$ cat src/verilog/uart_axi_pkg.sv
// AXI4-Lite channel bundles for a 4-bit address, 32-bit data slave; no burst or protection signals
`default_nettype none

package uart_axi_pkg;

    localparam int AXIL_AW = 4;
    localparam int AXIL_DW = 32;

    localparam logic [1:0] RESP_OKAY   = 2'b00;
    localparam logic [1:0] RESP_SLVERR = 2'b10;

    // Register offsets
    localparam logic [AXIL_AW-1:0] REG_DATA   = 4'h0;
    localparam logic [AXIL_AW-1:0] REG_STATUS = 4'h4;
    localparam logic [AXIL_AW-1:0] REG_CTRL   = 4'h8;

    // Master to slave
    typedef struct packed {
        logic                 awvalid;
        logic [AXIL_AW-1:0]   awaddr;
        logic                 wvalid;
        logic [AXIL_DW-1:0]   wdata;
        logic [AXIL_DW/8-1:0] wstrb;
        logic                 bready;
        logic                 arvalid;
        logic [AXIL_AW-1:0]   araddr;
        logic                 rready;
    } axil_req_t;

    // Slave to master
    typedef struct packed {
        logic               awready;
        logic               wready;
        logic               bvalid;
        logic [1:0]         bresp;
        logic               arready;
        logic               rvalid;
        logic [AXIL_DW-1:0] rdata;
        logic [1:0]         rresp;
    } axil_rsp_t;

endpackage

`default_nettype wire

$ cat src/verilog/uart_pkg.sv
// Line-side types shared by the receiver, transmitter and register block; eight data bits only
`default_nettype none

package uart_pkg;

    // Baud ticks per serial bit, must be a power of two
    localparam int OVERSAMPLE = 16;
    localparam int TICK_W     = $clog2(OVERSAMPLE);

    // Clock divisor width, CTRL bits 31:16
    localparam int DIV_W = 16;

    // FIFO depths
    localparam int RX_DEPTH = 8;
    localparam int TX_DEPTH = 8;

    // Code 3 is reserved and treated as no parity
    typedef enum logic [1:0] {
        PARITY_NONE = 2'd0,
        PARITY_ODD  = 2'd1,
        PARITY_EVEN = 2'd2
    } parity_mode_e;

    // Bit states on the line, shared by both directions
    typedef enum logic [2:0] {
        S_IDLE,
        S_START,
        S_DATA,
        S_PARITY,
        S_STOP
    } line_state_e;

    // Field order matches DATA register bits 9:0
    typedef struct packed {
        logic       frame_err;
        logic       parity_err;
        logic [7:0] data;
    } rx_frame_t;

endpackage

`default_nettype wire

$ cat src/verilog/uart_baud_gen.sv
// One-clk tick every divisor clocks, a divisor of 0 runs at the same rate as 1
`default_nettype none
`timescale 1ns/1ps

module uart_baud_gen (
    input  logic                       clk,
    input  logic                       rst_n,
    input  logic [uart_pkg::DIV_W-1:0] divisor,
    output logic                       baud_tick
);
    import uart_pkg::*;

    logic [DIV_W-1:0] cnt;
    logic [DIV_W-1:0] reload;

    // Count runs divisor-1 down to 0
    assign reload = (divisor == '0) ? '0 : divisor - 1'b1;

    always_ff @(posedge clk) begin
        if (!rst_n) begin
            cnt       <= '0;
            baud_tick <= 1'b0;
        end else if (cnt == '0) begin
            cnt       <= reload;
            baud_tick <= 1'b1;
        end else begin
            cnt       <= cnt - 1'b1;
            baud_tick <= 1'b0;
        end
    end

endmodule

`default_nettype wire

$ cat src/verilog/uart_fifo.sv
// Synchronous FIFO with first-word fall-through read data; DEPTH must be at least 2
`default_nettype none
`timescale 1ns/1ps

module uart_fifo #(
    parameter type entry_t = logic [7:0],
    parameter int  DEPTH   = 8
) (
    input  logic   clk,
    input  logic   rst_n,
    input  logic   push_valid,
    input  entry_t push_data,
    output logic   push_ready,
    output logic   pop_valid,
    output entry_t pop_data,
    input  logic   pop_ready,
    output logic   empty,
    output logic   full
);
    localparam int AW = $clog2(DEPTH);

    entry_t        mem [DEPTH];
    logic [AW-1:0] wr_ptr;
    logic [AW-1:0] rd_ptr;
    logic [AW:0]   count;
    logic          push_fire;
    logic          pop_fire;

    assign full       = (count == (AW + 1)'(DEPTH));
    assign empty      = (count == '0);
    assign push_ready = !full;
    assign pop_valid  = !empty;
    assign pop_data   = mem[rd_ptr];
    assign push_fire  = push_valid && push_ready;
    assign pop_fire   = pop_valid && pop_ready;

    always_ff @(posedge clk) begin
        if (!rst_n) begin
            wr_ptr <= '0;
            rd_ptr <= '0;
            count  <= '0;
        end else begin
            if (push_fire) begin
                wr_ptr <= (wr_ptr == AW'(DEPTH - 1)) ? '0 : wr_ptr + 1'b1;
            end
            if (pop_fire) begin
                rd_ptr <= (rd_ptr == AW'(DEPTH - 1)) ? '0 : rd_ptr + 1'b1;
            end
            // Simultaneous push and pop leave the count alone
            if (push_fire && !pop_fire) begin
                count <= count + 1'b1;
            end else if (pop_fire && !push_fire) begin
                count <= count - 1'b1;
            end
        end
    end

    always_ff @(posedge clk) begin
        if (push_fire) begin
            mem[wr_ptr] <= push_data;
        end
    end

endmodule

`default_nettype wire

$ cat src/verilog/uart_regs.sv
// AXI4-Lite slave, one outstanding write and one read; unmapped offsets read 0 and ignore writes
`default_nettype none
`timescale 1ns/1ps

module uart_regs (
    input  logic                       clk,
    input  logic                       rst_n,
    input  uart_axi_pkg::axil_req_t    axil_req,
    output uart_axi_pkg::axil_rsp_t    axil_rsp,
    output uart_pkg::parity_mode_e     parity_mode,
    output logic [uart_pkg::DIV_W-1:0] divisor,
    output logic                       tx_push_valid,
    output logic [7:0]                 tx_push_data,
    input  logic                       tx_push_ready,
    input  logic                       tx_empty,
    input  logic                       tx_busy,
    input  logic                       rx_pop_valid,
    input  uart_pkg::rx_frame_t        rx_pop_data,
    output logic                       rx_pop_ready,
    input  logic                       rx_valid,
    input  logic                       rx_push_ready
);
    import uart_pkg::*;
    import uart_axi_pkg::*;

    logic               wr_fire;
    logic               rd_fire;
    logic               ctrl_wr;
    logic               bvalid;
    logic               rvalid;
    logic [1:0]         bresp;
    logic [AXIL_DW-1:0] rdata;
    logic [AXIL_DW-1:0] rdata_next;
    logic               overrun;

    // Ready is granted only while no response is held
    assign wr_fire = axil_req.awvalid && axil_req.wvalid && !bvalid;
    assign rd_fire = axil_req.arvalid && !rvalid;
    assign ctrl_wr = wr_fire && (axil_req.awaddr == REG_CTRL);

    assign tx_push_valid = wr_fire && (axil_req.awaddr == REG_DATA) && axil_req.wstrb[0];
    assign tx_push_data  = axil_req.wdata[7:0];
    assign rx_pop_ready  = rd_fire && (axil_req.araddr == REG_DATA);

    always_comb begin
        case (axil_req.araddr)
            REG_DATA:   rdata_next = {rx_pop_valid, 21'd0, rx_pop_data};
            REG_STATUS: rdata_next = {27'd0, tx_busy, overrun, !rx_pop_valid,
                                      tx_empty, !tx_push_ready};
            REG_CTRL:   rdata_next = {divisor, 14'd0, parity_mode};
            default:    rdata_next = '0;
        endcase
    end

    always_comb begin
        axil_rsp.awready = wr_fire;
        axil_rsp.wready  = wr_fire;
        axil_rsp.bvalid  = bvalid;
        axil_rsp.bresp   = bresp;
        axil_rsp.arready = rd_fire;
        axil_rsp.rvalid  = rvalid;
        axil_rsp.rdata   = rdata;
        axil_rsp.rresp   = RESP_OKAY;
    end

    // Response valid flags
    always_ff @(posedge clk) begin
        if (!rst_n) begin
            bvalid <= 1'b0;
            rvalid <= 1'b0;
        end else begin
            if (wr_fire) begin
                bvalid <= 1'b1;
            end else if (axil_req.bready) begin
                bvalid <= 1'b0;
            end
            if (rd_fire) begin
                rvalid <= 1'b1;
            end else if (axil_req.rready) begin
                rvalid <= 1'b0;
            end
        end
    end

    // Response payloads
    always_ff @(posedge clk) begin
        if (wr_fire) begin
            // Byte dropped when the transmit FIFO is full
            bresp <= (tx_push_valid && !tx_push_ready) ? RESP_SLVERR : RESP_OKAY;
        end
        if (rd_fire) begin
            rdata <= rdata_next;
        end
    end

    always_ff @(posedge clk) begin
        if (!rst_n) begin
            parity_mode <= PARITY_NONE;
            divisor     <= DIV_W'(1);
            overrun     <= 1'b0;
        end else begin
            if (ctrl_wr && axil_req.wstrb[0]) begin
                parity_mode <= parity_mode_e'(axil_req.wdata[1:0]);
            end
            if (ctrl_wr && axil_req.wstrb[2]) begin
                divisor[7:0] <= axil_req.wdata[23:16];
            end
            if (ctrl_wr && axil_req.wstrb[3]) begin
                divisor[15:8] <= axil_req.wdata[31:24];
            end
            // A lost frame wins over a clear in the same cycle
            if (rx_valid && !rx_push_ready) begin
                overrun <= 1'b1;
            end else if (wr_fire && axil_req.awaddr == REG_STATUS &&
                         axil_req.wstrb[0] && axil_req.wdata[3]) begin
                overrun <= 1'b0;
            end
        end
    end

endmodule

`default_nettype wire

$ cat src/verilog/uart_rx.sv
// 8 data bits LSB first, one stop bit; frames are offered for one clk with no back-pressure
`default_nettype none
`timescale 1ns/1ps

module uart_rx (
    input  logic                   clk,
    input  logic                   rst_n,
    input  logic                   baud_tick,
    input  logic                   rx,
    input  uart_pkg::parity_mode_e parity_mode,
    output logic                   rx_valid,
    output uart_pkg::rx_frame_t    rx_frame
);
    import uart_pkg::*;

    logic              rx_meta;
    logic              rx_sync;
    logic              rx_prev;
    line_state_e       state;
    logic [TICK_W-1:0] tick_cnt;
    logic [2:0]        bit_idx;
    logic [7:0]        shreg;
    logic [7:0]        shreg_next;
    logic              use_parity;
    logic              parity_exp;
    logic              parity_err;
    logic              sample_mid;
    logic              sample_end;
    logic              last_bit;

    assign use_parity = (parity_mode == PARITY_ODD) || (parity_mode == PARITY_EVEN);
    assign sample_mid = baud_tick && (tick_cnt == TICK_W'(OVERSAMPLE / 2 - 1));
    assign sample_end = baud_tick && (tick_cnt == TICK_W'(OVERSAMPLE - 1));
    assign shreg_next = {rx_sync, shreg[7:1]};
    assign last_bit   = (state == S_DATA) && sample_end && (bit_idx == 3'd7);

    // Two-flop synchronizer plus one more flop for edge detection
    always_ff @(posedge clk) begin
        if (!rst_n) begin
            rx_meta <= 1'b1;
            rx_sync <= 1'b1;
            rx_prev <= 1'b1;
        end else begin
            rx_meta <= rx;
            rx_sync <= rx_meta;
            rx_prev <= rx_sync;
        end
    end

    always_ff @(posedge clk) begin
        if (!rst_n) begin
            state    <= S_IDLE;
            tick_cnt <= '0;
            bit_idx  <= '0;
            rx_valid <= 1'b0;
        end else begin
            rx_valid <= 1'b0;
            // Wraps to 0 on each sample tick
            if (baud_tick) begin
                tick_cnt <= tick_cnt + 1'b1;
            end
            case (state)
                S_IDLE: begin
                    if (rx_prev && !rx_sync) begin
                        state    <= S_START;
                        tick_cnt <= '0;
                    end
                end
                S_START: begin
                    if (sample_mid) begin
                        // Glitch, not a start bit
                        state    <= rx_sync ? S_IDLE : S_DATA;
                        tick_cnt <= '0;
                        bit_idx  <= '0;
                    end
                end
                S_DATA: begin
                    if (sample_end) begin
                        bit_idx <= bit_idx + 1'b1;
                        if (bit_idx == 3'd7) begin
                            state <= use_parity ? S_PARITY : S_STOP;
                        end
                    end
                end
                S_PARITY: begin
                    if (sample_end) begin
                        state <= S_STOP;
                    end
                end
                S_STOP: begin
                    if (sample_end) begin
                        state    <= S_IDLE;
                        rx_valid <= 1'b1;
                    end
                end
                default: state <= S_IDLE;
            endcase
        end
    end

    // Datapath
    always_ff @(posedge clk) begin
        if (state == S_DATA && sample_end) begin
            shreg <= shreg_next;
        end
        if (last_bit) begin
            parity_exp <= (^shreg_next) ^ (parity_mode == PARITY_ODD);
            parity_err <= 1'b0;
        end
        if (state == S_PARITY && sample_end) begin
            parity_err <= (rx_sync != parity_exp);
        end
        if (state == S_STOP && sample_end) begin
            rx_frame.data       <= shreg;
            rx_frame.parity_err <= parity_err;
            rx_frame.frame_err  <= !rx_sync;
        end
    end

endmodule

`default_nettype wire

$ cat src/verilog/uart_top.sv
// UART with AXI4-Lite registers; rx is asynchronous and synchronized inside the receiver
`default_nettype none
`timescale 1ns/1ps

module uart_top (
    input  logic                    clk,
    input  logic                    rst_n,
    input  uart_axi_pkg::axil_req_t axil_req,
    output uart_axi_pkg::axil_rsp_t axil_rsp,
    input  logic                    rx,
    output logic                    tx
);
    import uart_pkg::*;

    parity_mode_e     parity_mode;
    logic [DIV_W-1:0] divisor;
    logic             baud_tick;

    logic             rx_valid;
    rx_frame_t        rx_frame;
    logic             rx_push_ready;
    logic             rx_pop_valid;
    rx_frame_t        rx_pop_data;
    logic             rx_pop_ready;

    logic             tx_push_valid;
    logic [7:0]       tx_push_data;
    logic             tx_push_ready;
    logic             tx_empty;
    logic             tx_busy;
    logic             byte_valid;
    logic [7:0]       byte_data;
    logic             byte_ready;

    uart_regs u_regs (
        .clk           (clk),
        .rst_n         (rst_n),
        .axil_req      (axil_req),
        .axil_rsp      (axil_rsp),
        .parity_mode   (parity_mode),
        .divisor       (divisor),
        .tx_push_valid (tx_push_valid),
        .tx_push_data  (tx_push_data),
        .tx_push_ready (tx_push_ready),
        .tx_empty      (tx_empty),
        .tx_busy       (tx_busy),
        .rx_pop_valid  (rx_pop_valid),
        .rx_pop_data   (rx_pop_data),
        .rx_pop_ready  (rx_pop_ready),
        .rx_valid      (rx_valid),
        .rx_push_ready (rx_push_ready)
    );

    uart_baud_gen u_baud_gen (
        .clk       (clk),
        .rst_n     (rst_n),
        .divisor   (divisor),
        .baud_tick (baud_tick)
    );

    uart_rx u_rx (
        .clk         (clk),
        .rst_n       (rst_n),
        .baud_tick   (baud_tick),
        .rx          (rx),
        .parity_mode (parity_mode),
        .rx_valid    (rx_valid),
        .rx_frame    (rx_frame)
    );

    // Receive path, overflow is caught in the register block
    uart_fifo #(
        .entry_t (rx_frame_t),
        .DEPTH   (RX_DEPTH)
    ) u_rx_fifo (
        .clk        (clk),
        .rst_n      (rst_n),
        .push_valid (rx_valid),
        .push_data  (rx_frame),
        .push_ready (rx_push_ready),
        .pop_valid  (rx_pop_valid),
        .pop_data   (rx_pop_data),
        .pop_ready  (rx_pop_ready),
        .empty      (),
        .full       ()
    );

    uart_fifo #(
        .entry_t (logic [7:0]),
        .DEPTH   (TX_DEPTH)
    ) u_tx_fifo (
        .clk        (clk),
        .rst_n      (rst_n),
        .push_valid (tx_push_valid),
        .push_data  (tx_push_data),
        .push_ready (tx_push_ready),
        .pop_valid  (byte_valid),
        .pop_data   (byte_data),
        .pop_ready  (byte_ready),
        .empty      (tx_empty),
        .full       ()
    );

    uart_tx u_tx (
        .clk         (clk),
        .rst_n       (rst_n),
        .baud_tick   (baud_tick),
        .parity_mode (parity_mode),
        .byte_valid  (byte_valid),
        .byte_data   (byte_data),
        .byte_ready  (byte_ready),
        .busy        (tx_busy),
        .tx          (tx)
    );

endmodule

`default_nettype wire

$ cat src/verilog/uart_tx.sv
// Parity mode is latched with each byte; a byte waits for the next baud tick before the start bit
`default_nettype none
`timescale 1ns/1ps

module uart_tx (
    input  logic                   clk,
    input  logic                   rst_n,
    input  logic                   baud_tick,
    input  uart_pkg::parity_mode_e parity_mode,
    input  logic                   byte_valid,
    input  logic [7:0]             byte_data,
    output logic                   byte_ready,
    output logic                   busy,
    output logic                   tx
);
    import uart_pkg::*;

    line_state_e       state;
    logic [TICK_W-1:0] tick_cnt;
    logic [2:0]        bit_idx;
    logic              loaded;
    logic [7:0]        shreg;
    logic              par_bit;
    logic              use_par;
    logic              bit_end;

    assign byte_ready = (state == S_IDLE) && !loaded;
    assign busy       = loaded || (state != S_IDLE);
    assign bit_end    = baud_tick && (tick_cnt == TICK_W'(OVERSAMPLE - 1));

    always_ff @(posedge clk) begin
        if (!rst_n) begin
            state    <= S_IDLE;
            tick_cnt <= '0;
            bit_idx  <= '0;
            loaded   <= 1'b0;
            tx       <= 1'b1;
        end else begin
            if (byte_valid && byte_ready) begin
                loaded <= 1'b1;
            end
            if (baud_tick && state != S_IDLE) begin
                tick_cnt <= tick_cnt + 1'b1;
            end
            case (state)
                S_IDLE: begin
                    if (loaded && baud_tick) begin
                        state    <= S_START;
                        loaded   <= 1'b0;
                        tick_cnt <= '0;
                        tx       <= 1'b0;
                    end
                end
                S_START: begin
                    if (bit_end) begin
                        state   <= S_DATA;
                        bit_idx <= '0;
                        tx      <= shreg[0];
                    end
                end
                S_DATA: begin
                    if (bit_end) begin
                        if (bit_idx == 3'd7) begin
                            state <= use_par ? S_PARITY : S_STOP;
                            tx    <= use_par ? par_bit : 1'b1;
                        end else begin
                            bit_idx <= bit_idx + 1'b1;
                            tx      <= shreg[bit_idx + 3'd1];
                        end
                    end
                end
                S_PARITY: begin
                    if (bit_end) begin
                        state <= S_STOP;
                        tx    <= 1'b1;
                    end
                end
                S_STOP: begin
                    if (bit_end) begin
                        state <= S_IDLE;
                    end
                end
                default: state <= S_IDLE;
            endcase
        end
    end

    // Byte and its parity bit captured on acceptance
    always_ff @(posedge clk) begin
        if (byte_valid && byte_ready) begin
            shreg   <= byte_data;
            par_bit <= (^byte_data) ^ (parity_mode == PARITY_ODD);
            use_par <= (parity_mode == PARITY_ODD) || (parity_mode == PARITY_EVEN);
        end
    end

endmodule

`default_nettype wire
$ cat config.mk
export PLATFORM = sky130hd
export DESIGN_NAME = uart_top
export DESIGN_NICKNAME = d
export VERILOG_FILES = /design/src/verilog/uart_axi_pkg.sv /design/src/verilog/uart_pkg.sv /design/src/verilog/uart_baud_gen.sv /design/src/verilog/uart_fifo.sv /design/src/verilog/uart_regs.sv /design/src/verilog/uart_rx.sv /design/src/verilog/uart_top.sv /design/src/verilog/uart_tx.sv
export SDC_FILE = /design/constraint.sdc
export NUM_CORES = 1
export LEC_CHECK = 0
export ABC_CLOCK_PERIOD_IN_PS = 3600
export BUFFER_PORTS_ARGS = -buffer_cell sky130_fd_sc_hd__buf_2
export CAP_MARGIN = 20
export CORE_MARGIN = 4
export CORE_UTILIZATION = 54
export DETAILED_ROUTE_END_ITERATION = 7
export GPL_ROUTABILITY_DRIVEN = 0
export GPL_TIMING_DRIVEN = 0
export PLACE_DENSITY = 0.77
export RECOVER_POWER = 50
export SYNTH_ARGS = -nofsm -noshare
export SYNTH_HDL_FRONTEND = slang
export SYNTH_HIERARCHICAL = 1
export SYNTH_SLANG_ARGS = --single-unit
$ cat constraint.sdc
create_clock -name clk -period 3.6 [get_ports clk]
set_input_delay 0.72 -clock clk [delete_from_list [all_inputs] [get_ports clk]]
set_output_delay 0.72 -clock clk [all_outputs]
set_load 0.05 [all_outputs]
### Word level (Yosys, flattened, before mapping)

Memories as Yosys holds them, arrays and structs flattened. A register that Yosys moved wholly into a read port is not among the register bits.
Index checks and enable logic that the tools add are counted.
W data, S select, Z words.

| word-level totals | value |
|---|---|
| register bits after elaboration | 148 |
| bits in writable memories | 144 |
| bits of input ports | 52 |
| logic and storage cells | 241 |
| memories | 2 |

Memory list:

| memory | words | width | rd ports | clocked after Yosys merged registers in | wr ports | RTL line | text |
|---|---|---|---|---|---|---|---|
| u_rx_fifo.mem | 8 | 10 | 1 | 1 | 1 | uart_fifo.sv:22 | `entry_t mem [DEPTH];` |
| u_tx_fifo.mem | 8 | 8 | 1 | 1 | 1 | uart_fifo.sv:22 |  |

| cells by class | value |
|---|---|
| add/subtract/negate cells | 14 |
| magnitude comparators | 1 |
| equality and inequality tests | 39 |
| mux-type cells | 72 |
| bitwise gates (word level) | 2 |
| reduce and logical (&&, ||, !) cells | 74 |

Operator list:

| kind | count |
|---|---|
| $pmux W32 S3 | 1 |
| $mux W3 | 26 |
| $mux W4 | 10 |
| $logic_and A1 B1 Y1 | 34 |
| $logic_not A16 Y1 | 2 |
| $mux W16 | 2 |
| $sub A16 B1 Y16 const B | 2 |
| $pmux W3 S5 | 2 |
| $eq A3 B3 Y1 const B | 8 |
| $eq A4 B4 Y1 const B | 6 |
| $mux W1 | 24 |
| $ne A2 B1 Y1 const B | 11 |
| $add A3 B1 Y3 const B | 6 |
| $add A4 B1 Y4 const B | 4 |
| $logic_not A4 Y1 | 4 |
| $reduce_bool A2 Y1 | 8 |
| $reduce_xor A8 Y1 | 2 |
| $eq A3 B2 Y1 const B | 4 |
| $eq A4 B3 Y1 const B | 3 |
| $logic_not A1 Y1 | 12 |
| $pmux W3 S2 | 2 |
| $reduce_and A6 Y1 | 2 |
| $pmux W4 S2 | 1 |
| $sub A4 B1 Y4 const B | 2 |
| other kinds (18) | 24 |

### Logic depth before layout (Yosys ltp)

| depth | value |
|---|---|
| depth after elaboration | 9 |
| mapped depth | 13 |

### Modules after synthesis

Netlist, hierarchy kept.

Modules (own cells, without submodules):

| module | times used | cells each | area an instance (µm²) |
|---|---|---|---|
| uart_fifo at u_rx_fifo | 1 | 193 | 3,799.9 |
| uart_fifo at u_tx_fifo | 1 | 171 | 3,166.8 |
| uart_regs | 1 | 193 | 2,137.0 |
| uart_rx | 1 | 114 | 1,430.1 |
| uart_tx | 1 | 110 | 1,173.6 |
| uart_baud_gen | 1 | 148 | 1,169.9 |

### Worst setup path after synthesis

OpenSTA, ideal clock, no wires.

| timing | value |
|---|---|
| path kind | input port to flip-flop |
| start | input port axil_req[5] (netlist bit) |
| end | register u_rx_fifo.count[3] |
| library setup time | 72 ps |
| arrival time | 3,619 ps |
| required time | 3,528 ps |
| slack | -91 ps |
| stages | 10 |
| cells stage by stage | nor2b_1 -> and2_1 -> nand2_8 -> ha_1 -> inv_1 -> ha_1 -> a21oi_1 -> a211oi_1 -> a31oi_1 -> mux2i_1 |

| between the ends | value |
|---|---|
| word-level cells in the longest chain between the ends | 6 |
| elaborated cells between the ends (all ways) | 8 |

RTL lines:

| item | RTL line | text |
|---|---|---|
| start, declared | uart_top.sv:8 | `input uart_axi_pkg::axil_req_t axil_req,` |
| $logic_and A1 B1 Y1 (*) | uart_regs.sv:38 | `assign rd_fire = axil_req.arvalid && !rvalid;` |
| $logic_and A1 B1 Y1 (*) | uart_regs.sv:43 | `assign rx_pop_ready = rd_fire && (axil_req.araddr == REG_DATA);` |
| net rx_pop_ready | uart_top.sv:24 | `logic rx_pop_ready;` |
| $logic_and A1 B1 Y1 (*) | uart_fifo.sv:35 | `assign pop_fire = pop_valid && pop_ready;` |
| $logic_not A1 Y1 | uart_fifo.sv:50 | `if (push_fire && !pop_fire) begin` |
| $logic_and A1 B1 Y1 | uart_fifo.sv:50 |  |
| $mux W4 / $reduce_bool A2 Y1 (equally long branches) | - |  |
| end signal, assigned | uart_fifo.sv:51 | `count <= count + 1'b1;` |
| end signal, assigned | uart_fifo.sv:53 | `count <= count - 1'b1;` |
| end, declared | uart_fifo.sv:25 | `logic [AW:0] count;` |

Mark *: on every way through the listed nets, which the timed path passes. The rest lies on a longest branch.
A chain may end at the register's enable or synchronous reset.

### Worst setup path in the final report

| timing | value |
|---|---|
| start | register u_regs.bvalid |
| end | register u_tx_fifo.count[3] |

| between the ends | value |
|---|---|
| word-level cells in the longest chain between the ends | 8 |
| elaborated cells between the ends (all ways) | 10 |

RTL lines:

| item | RTL line | text |
|---|---|---|
| start, declared | uart_regs.sv:29 | `logic bvalid;` |
| start signal, assigned | uart_regs.sv:69 | `bvalid <= 1'b0;` |
| start signal, assigned | uart_regs.sv:73 | `bvalid <= 1'b1;` |
| start signal, assigned | uart_regs.sv:75 | `bvalid <= 1'b0;` |
| $logic_not A1 Y1 (*) | uart_regs.sv:37 | `assign wr_fire = axil_req.awvalid && axil_req.wvalid && !bvalid;` |
| $logic_and A1 B1 Y1 (*) | uart_regs.sv:37 |  |
| $logic_and A1 B1 Y1 (*) (2 in series) | uart_regs.sv:41 | `assign tx_push_valid = wr_fire && (axil_req.awaddr == REG_DATA) && axil_req.wstrb[0];` |
| net tx_push_valid | uart_top.sv:26 | `logic tx_push_valid;` |
| $logic_and A1 B1 Y1 (*) | uart_fifo.sv:34 | `assign push_fire = push_valid && push_ready;` |
| net u_tx_fifo.push_fire | uart_fifo.sv:26 | `logic push_fire;` |
| $logic_not A1 Y1 | uart_fifo.sv:52 | `end else if (pop_fire && !push_fire) begin` |
| $logic_and A1 B1 Y1 | uart_fifo.sv:52 |  |
| $reduce_bool A2 Y1 (no source line) | - |  |
| end signal, assigned | uart_fifo.sv:51 |  |
| end signal, assigned | uart_fifo.sv:53 |  |
| end, declared | uart_fifo.sv:25 |  |

Marks and branches as above.

==> results.txt <==
Status -> completed
Most Frequent Cell on Critical Path -> inv_1
Drt drc -> 0
Syn avg cell area -> 13.9 um^2
Req. time, crit path -> 4060 ps
Drt via density -> 5.55
I/O pin count -> 94
Detailed placement HPWL -> 16.8 mm
Detailed Routing Iterations Pass 1 -> 5
I/O Buffers -> 69
Crit-path slowest cell -> nand3b_2
Gr usage total -> 18.8%
Initial antenna violation count -> 0
Clock sink total -> 291
Vias in the first global route -> 7,569
Vias -> 7,705
Part of the cycle the worst path needs -> 85.4%
Worst-margin pin slew -> 1410 ps
Final std cells w/o fill -> 1,388
TritonCTS clock tree -> yes
Synthesis-to-finish area growth -> 13.3%
Cts repair resizes -> 0
Largest net degree at the start of global routing -> 29
WL final -> 24.9 mm
Fmax -> 325 MHz
Post CTS Setup Buffer Count -> 0
CTS root buffer -> clkbuf_16
Post-DRT Antenna Nets -> 0
Layout cells sized above 1 -> 17.2%
Mapped Cells -> 926
RSZ-0062 raised after global routing -> no
Hold_ws -> 356 ps
GRT overflow -> 0
Critical Path End Type -> flip-flop
Pwr/cell area -> 566 nW/um^2
Drt wl/cell -> 17.9 um
Max Clock Skew -> 21.4 ps
Hold-fix buffers, CTS -> 0
Core Rows -> 56
Worst skew pair latency -> 550 ps
Placed cells -> 1,332
DIE WIDTH -> 162 um
Placed Area -> 13,800 um^2
Synth Cell Area -> 12,900 um^2
Peak VDD IR -> 433 uV
Maxcap violations -> 0
Clock Tree Buf Depth -> 3
CP max FO -> 10
CP startpoint kind -> flip-flop
CTS Buf Count -> 29
Slowest cell delay on critical path -> 360 ps
Initial core utilization -> 54.8%
Crit-path cells -> nand3b_2, inv_1, nand3_1, nor2_1, nand2_2, inv_1, ha_1, inv_1, ha_1, a21oi_1, a211oi_1, a31oi_1, mux2i_1
DR iter-0 viols -> 496
Core footprint -> 23,500 um^2
Final hold viol count -> 0
Final Slew Violations -> 0
Yosys warnings -> 6
Worst path bufs/invs -> 3
Pleak -> 5.09 nW
Ant diodes -> 0
Arrival time worst endpoint -> 3540 ps
First-pass GRT wire length -> 39.7 mm
Power Total -> 8.24 mW
Clk slew on worst S/H paths -> 60 ps
Slew margin rel. -> 4.49%
HP Class -> input pin to flip-flop
Max H-tree Level -> 1
Crit-path leading delay family -> simple AND/OR/NAND/NOR gates
Die Y -> 162 um
Endpoints failing setup -> 0
Die ar. -> 26,400 um^2
Post-route cell area -> 14,600 um^2
Tmin final -> 3070 ps
Final net count -> 1,125
Crit Path Class -> flip-flop to flip-flop
-- layer usage --
metal,vias to the layer above,global-route usage (%),wire [um]
met1,3716,25.6,10600
li1,3717,-,-
met3,48,2.35,1390
met5,-,0,0
met4,0,5.65,741
met2,224,31.9,12100
-- path summary, 6_finish.rpt --
path | startpoint | endpoint | slack (ps) | cells after the start
hold / removal | axil_req[0] | u_regs/rvalid | 360 | 2
hold reg to reg | u_rx/rx_meta | u_rx/rx_sync | 410 | 1
setup / recovery | u_regs/bvalid | u_tx_fifo/count[3] | 530 | 13
setup reg to reg | u_regs/bvalid | u_tx_fifo/count[3] | 530 | 13
-- cells in the final DEF (no fill, tap or decap), types with 5 or more instances in the layout --
master	instances
clkinv_1	7
mux2_2	19
or3_1	6
nor2_1	47
o21a_1	9
and3_1	8
nand3b_1	6
a21boi_0	7
nor4_1	7
dfxtp_1	90
o21ai_0	11
buf_2	72
edfxtp_1	201
conb_1	9
buf_6	8
a21boi_1	10
clkinv_2	5
xor2_1	16
clkbuf_16	29
inv_1	26
ha_1	25
a21oi_1	19
clkbuf_1	42
buf_4	21
mux2i_1	22
mux4_1	36
and2_0	10
o22ai_1	7
nand4_1	15
nor2b_1	7
nor3_1	18
nand2b_1	21
xnor2_1	30
and2_1	20
or4_1	6
nand2_1	66
o31ai_1	11
nand3_1	21
nor3b_1	5
-- worst register-to-register path, cell delays in order, from the launching register on --
cell,delay [ps]
dfxtp_1,320
nand3b_2,360
inv_1,190
nand3_1,170
nor2_1,230
nand2_2,190
inv_1,190
ha_1,200
inv_1,100
ha_1,340
a21oi_1,200
a211oi_1,110
a31oi_1,200
mux2i_1,200
-- final cells by class --
cell class	instances	area [um^2]
Fill cell	1764	8900
Sequential cell	291	7840
Multi-Input combinational cell	557	4570
Clock buffer	36	752
Timing Repair Buffer	81	433
Tap cell	319	399
Buffer	59	348
Clock inverter	18	133
Inverter	27	101
-- metrics by stage --
step                worst slack, ps  util (%)  TNS (ps)
finish                          526      62.1         0
global route                    198      62.1         0
CTS                             527      62.4         0
detailed placement              163      58.7         0
global placement               -232      58.1      -807
floorplan                       425         -         0
-- state kept, by name, summed over array words and instances, names as in the netlist, 8 cells and up, named ones only --
register        cells
u_rx/rx_frame      10
u_baud_gen/cnt     16
u_tx_fifo/mem      64
u_tx/shreg          8
u_rx_fifo/mem      80
u_regs/divisor     16
u_rx/shreg          8
u_regs/rdata       26
-- report_power, final --
part	switching, mW	internal (mW)
registers	0.161	3.80
logic	0.840	0.661
clock network	1.22	1.56
total	2.22	6.02
Note: power is estimated with default switching activity, not from simulation.
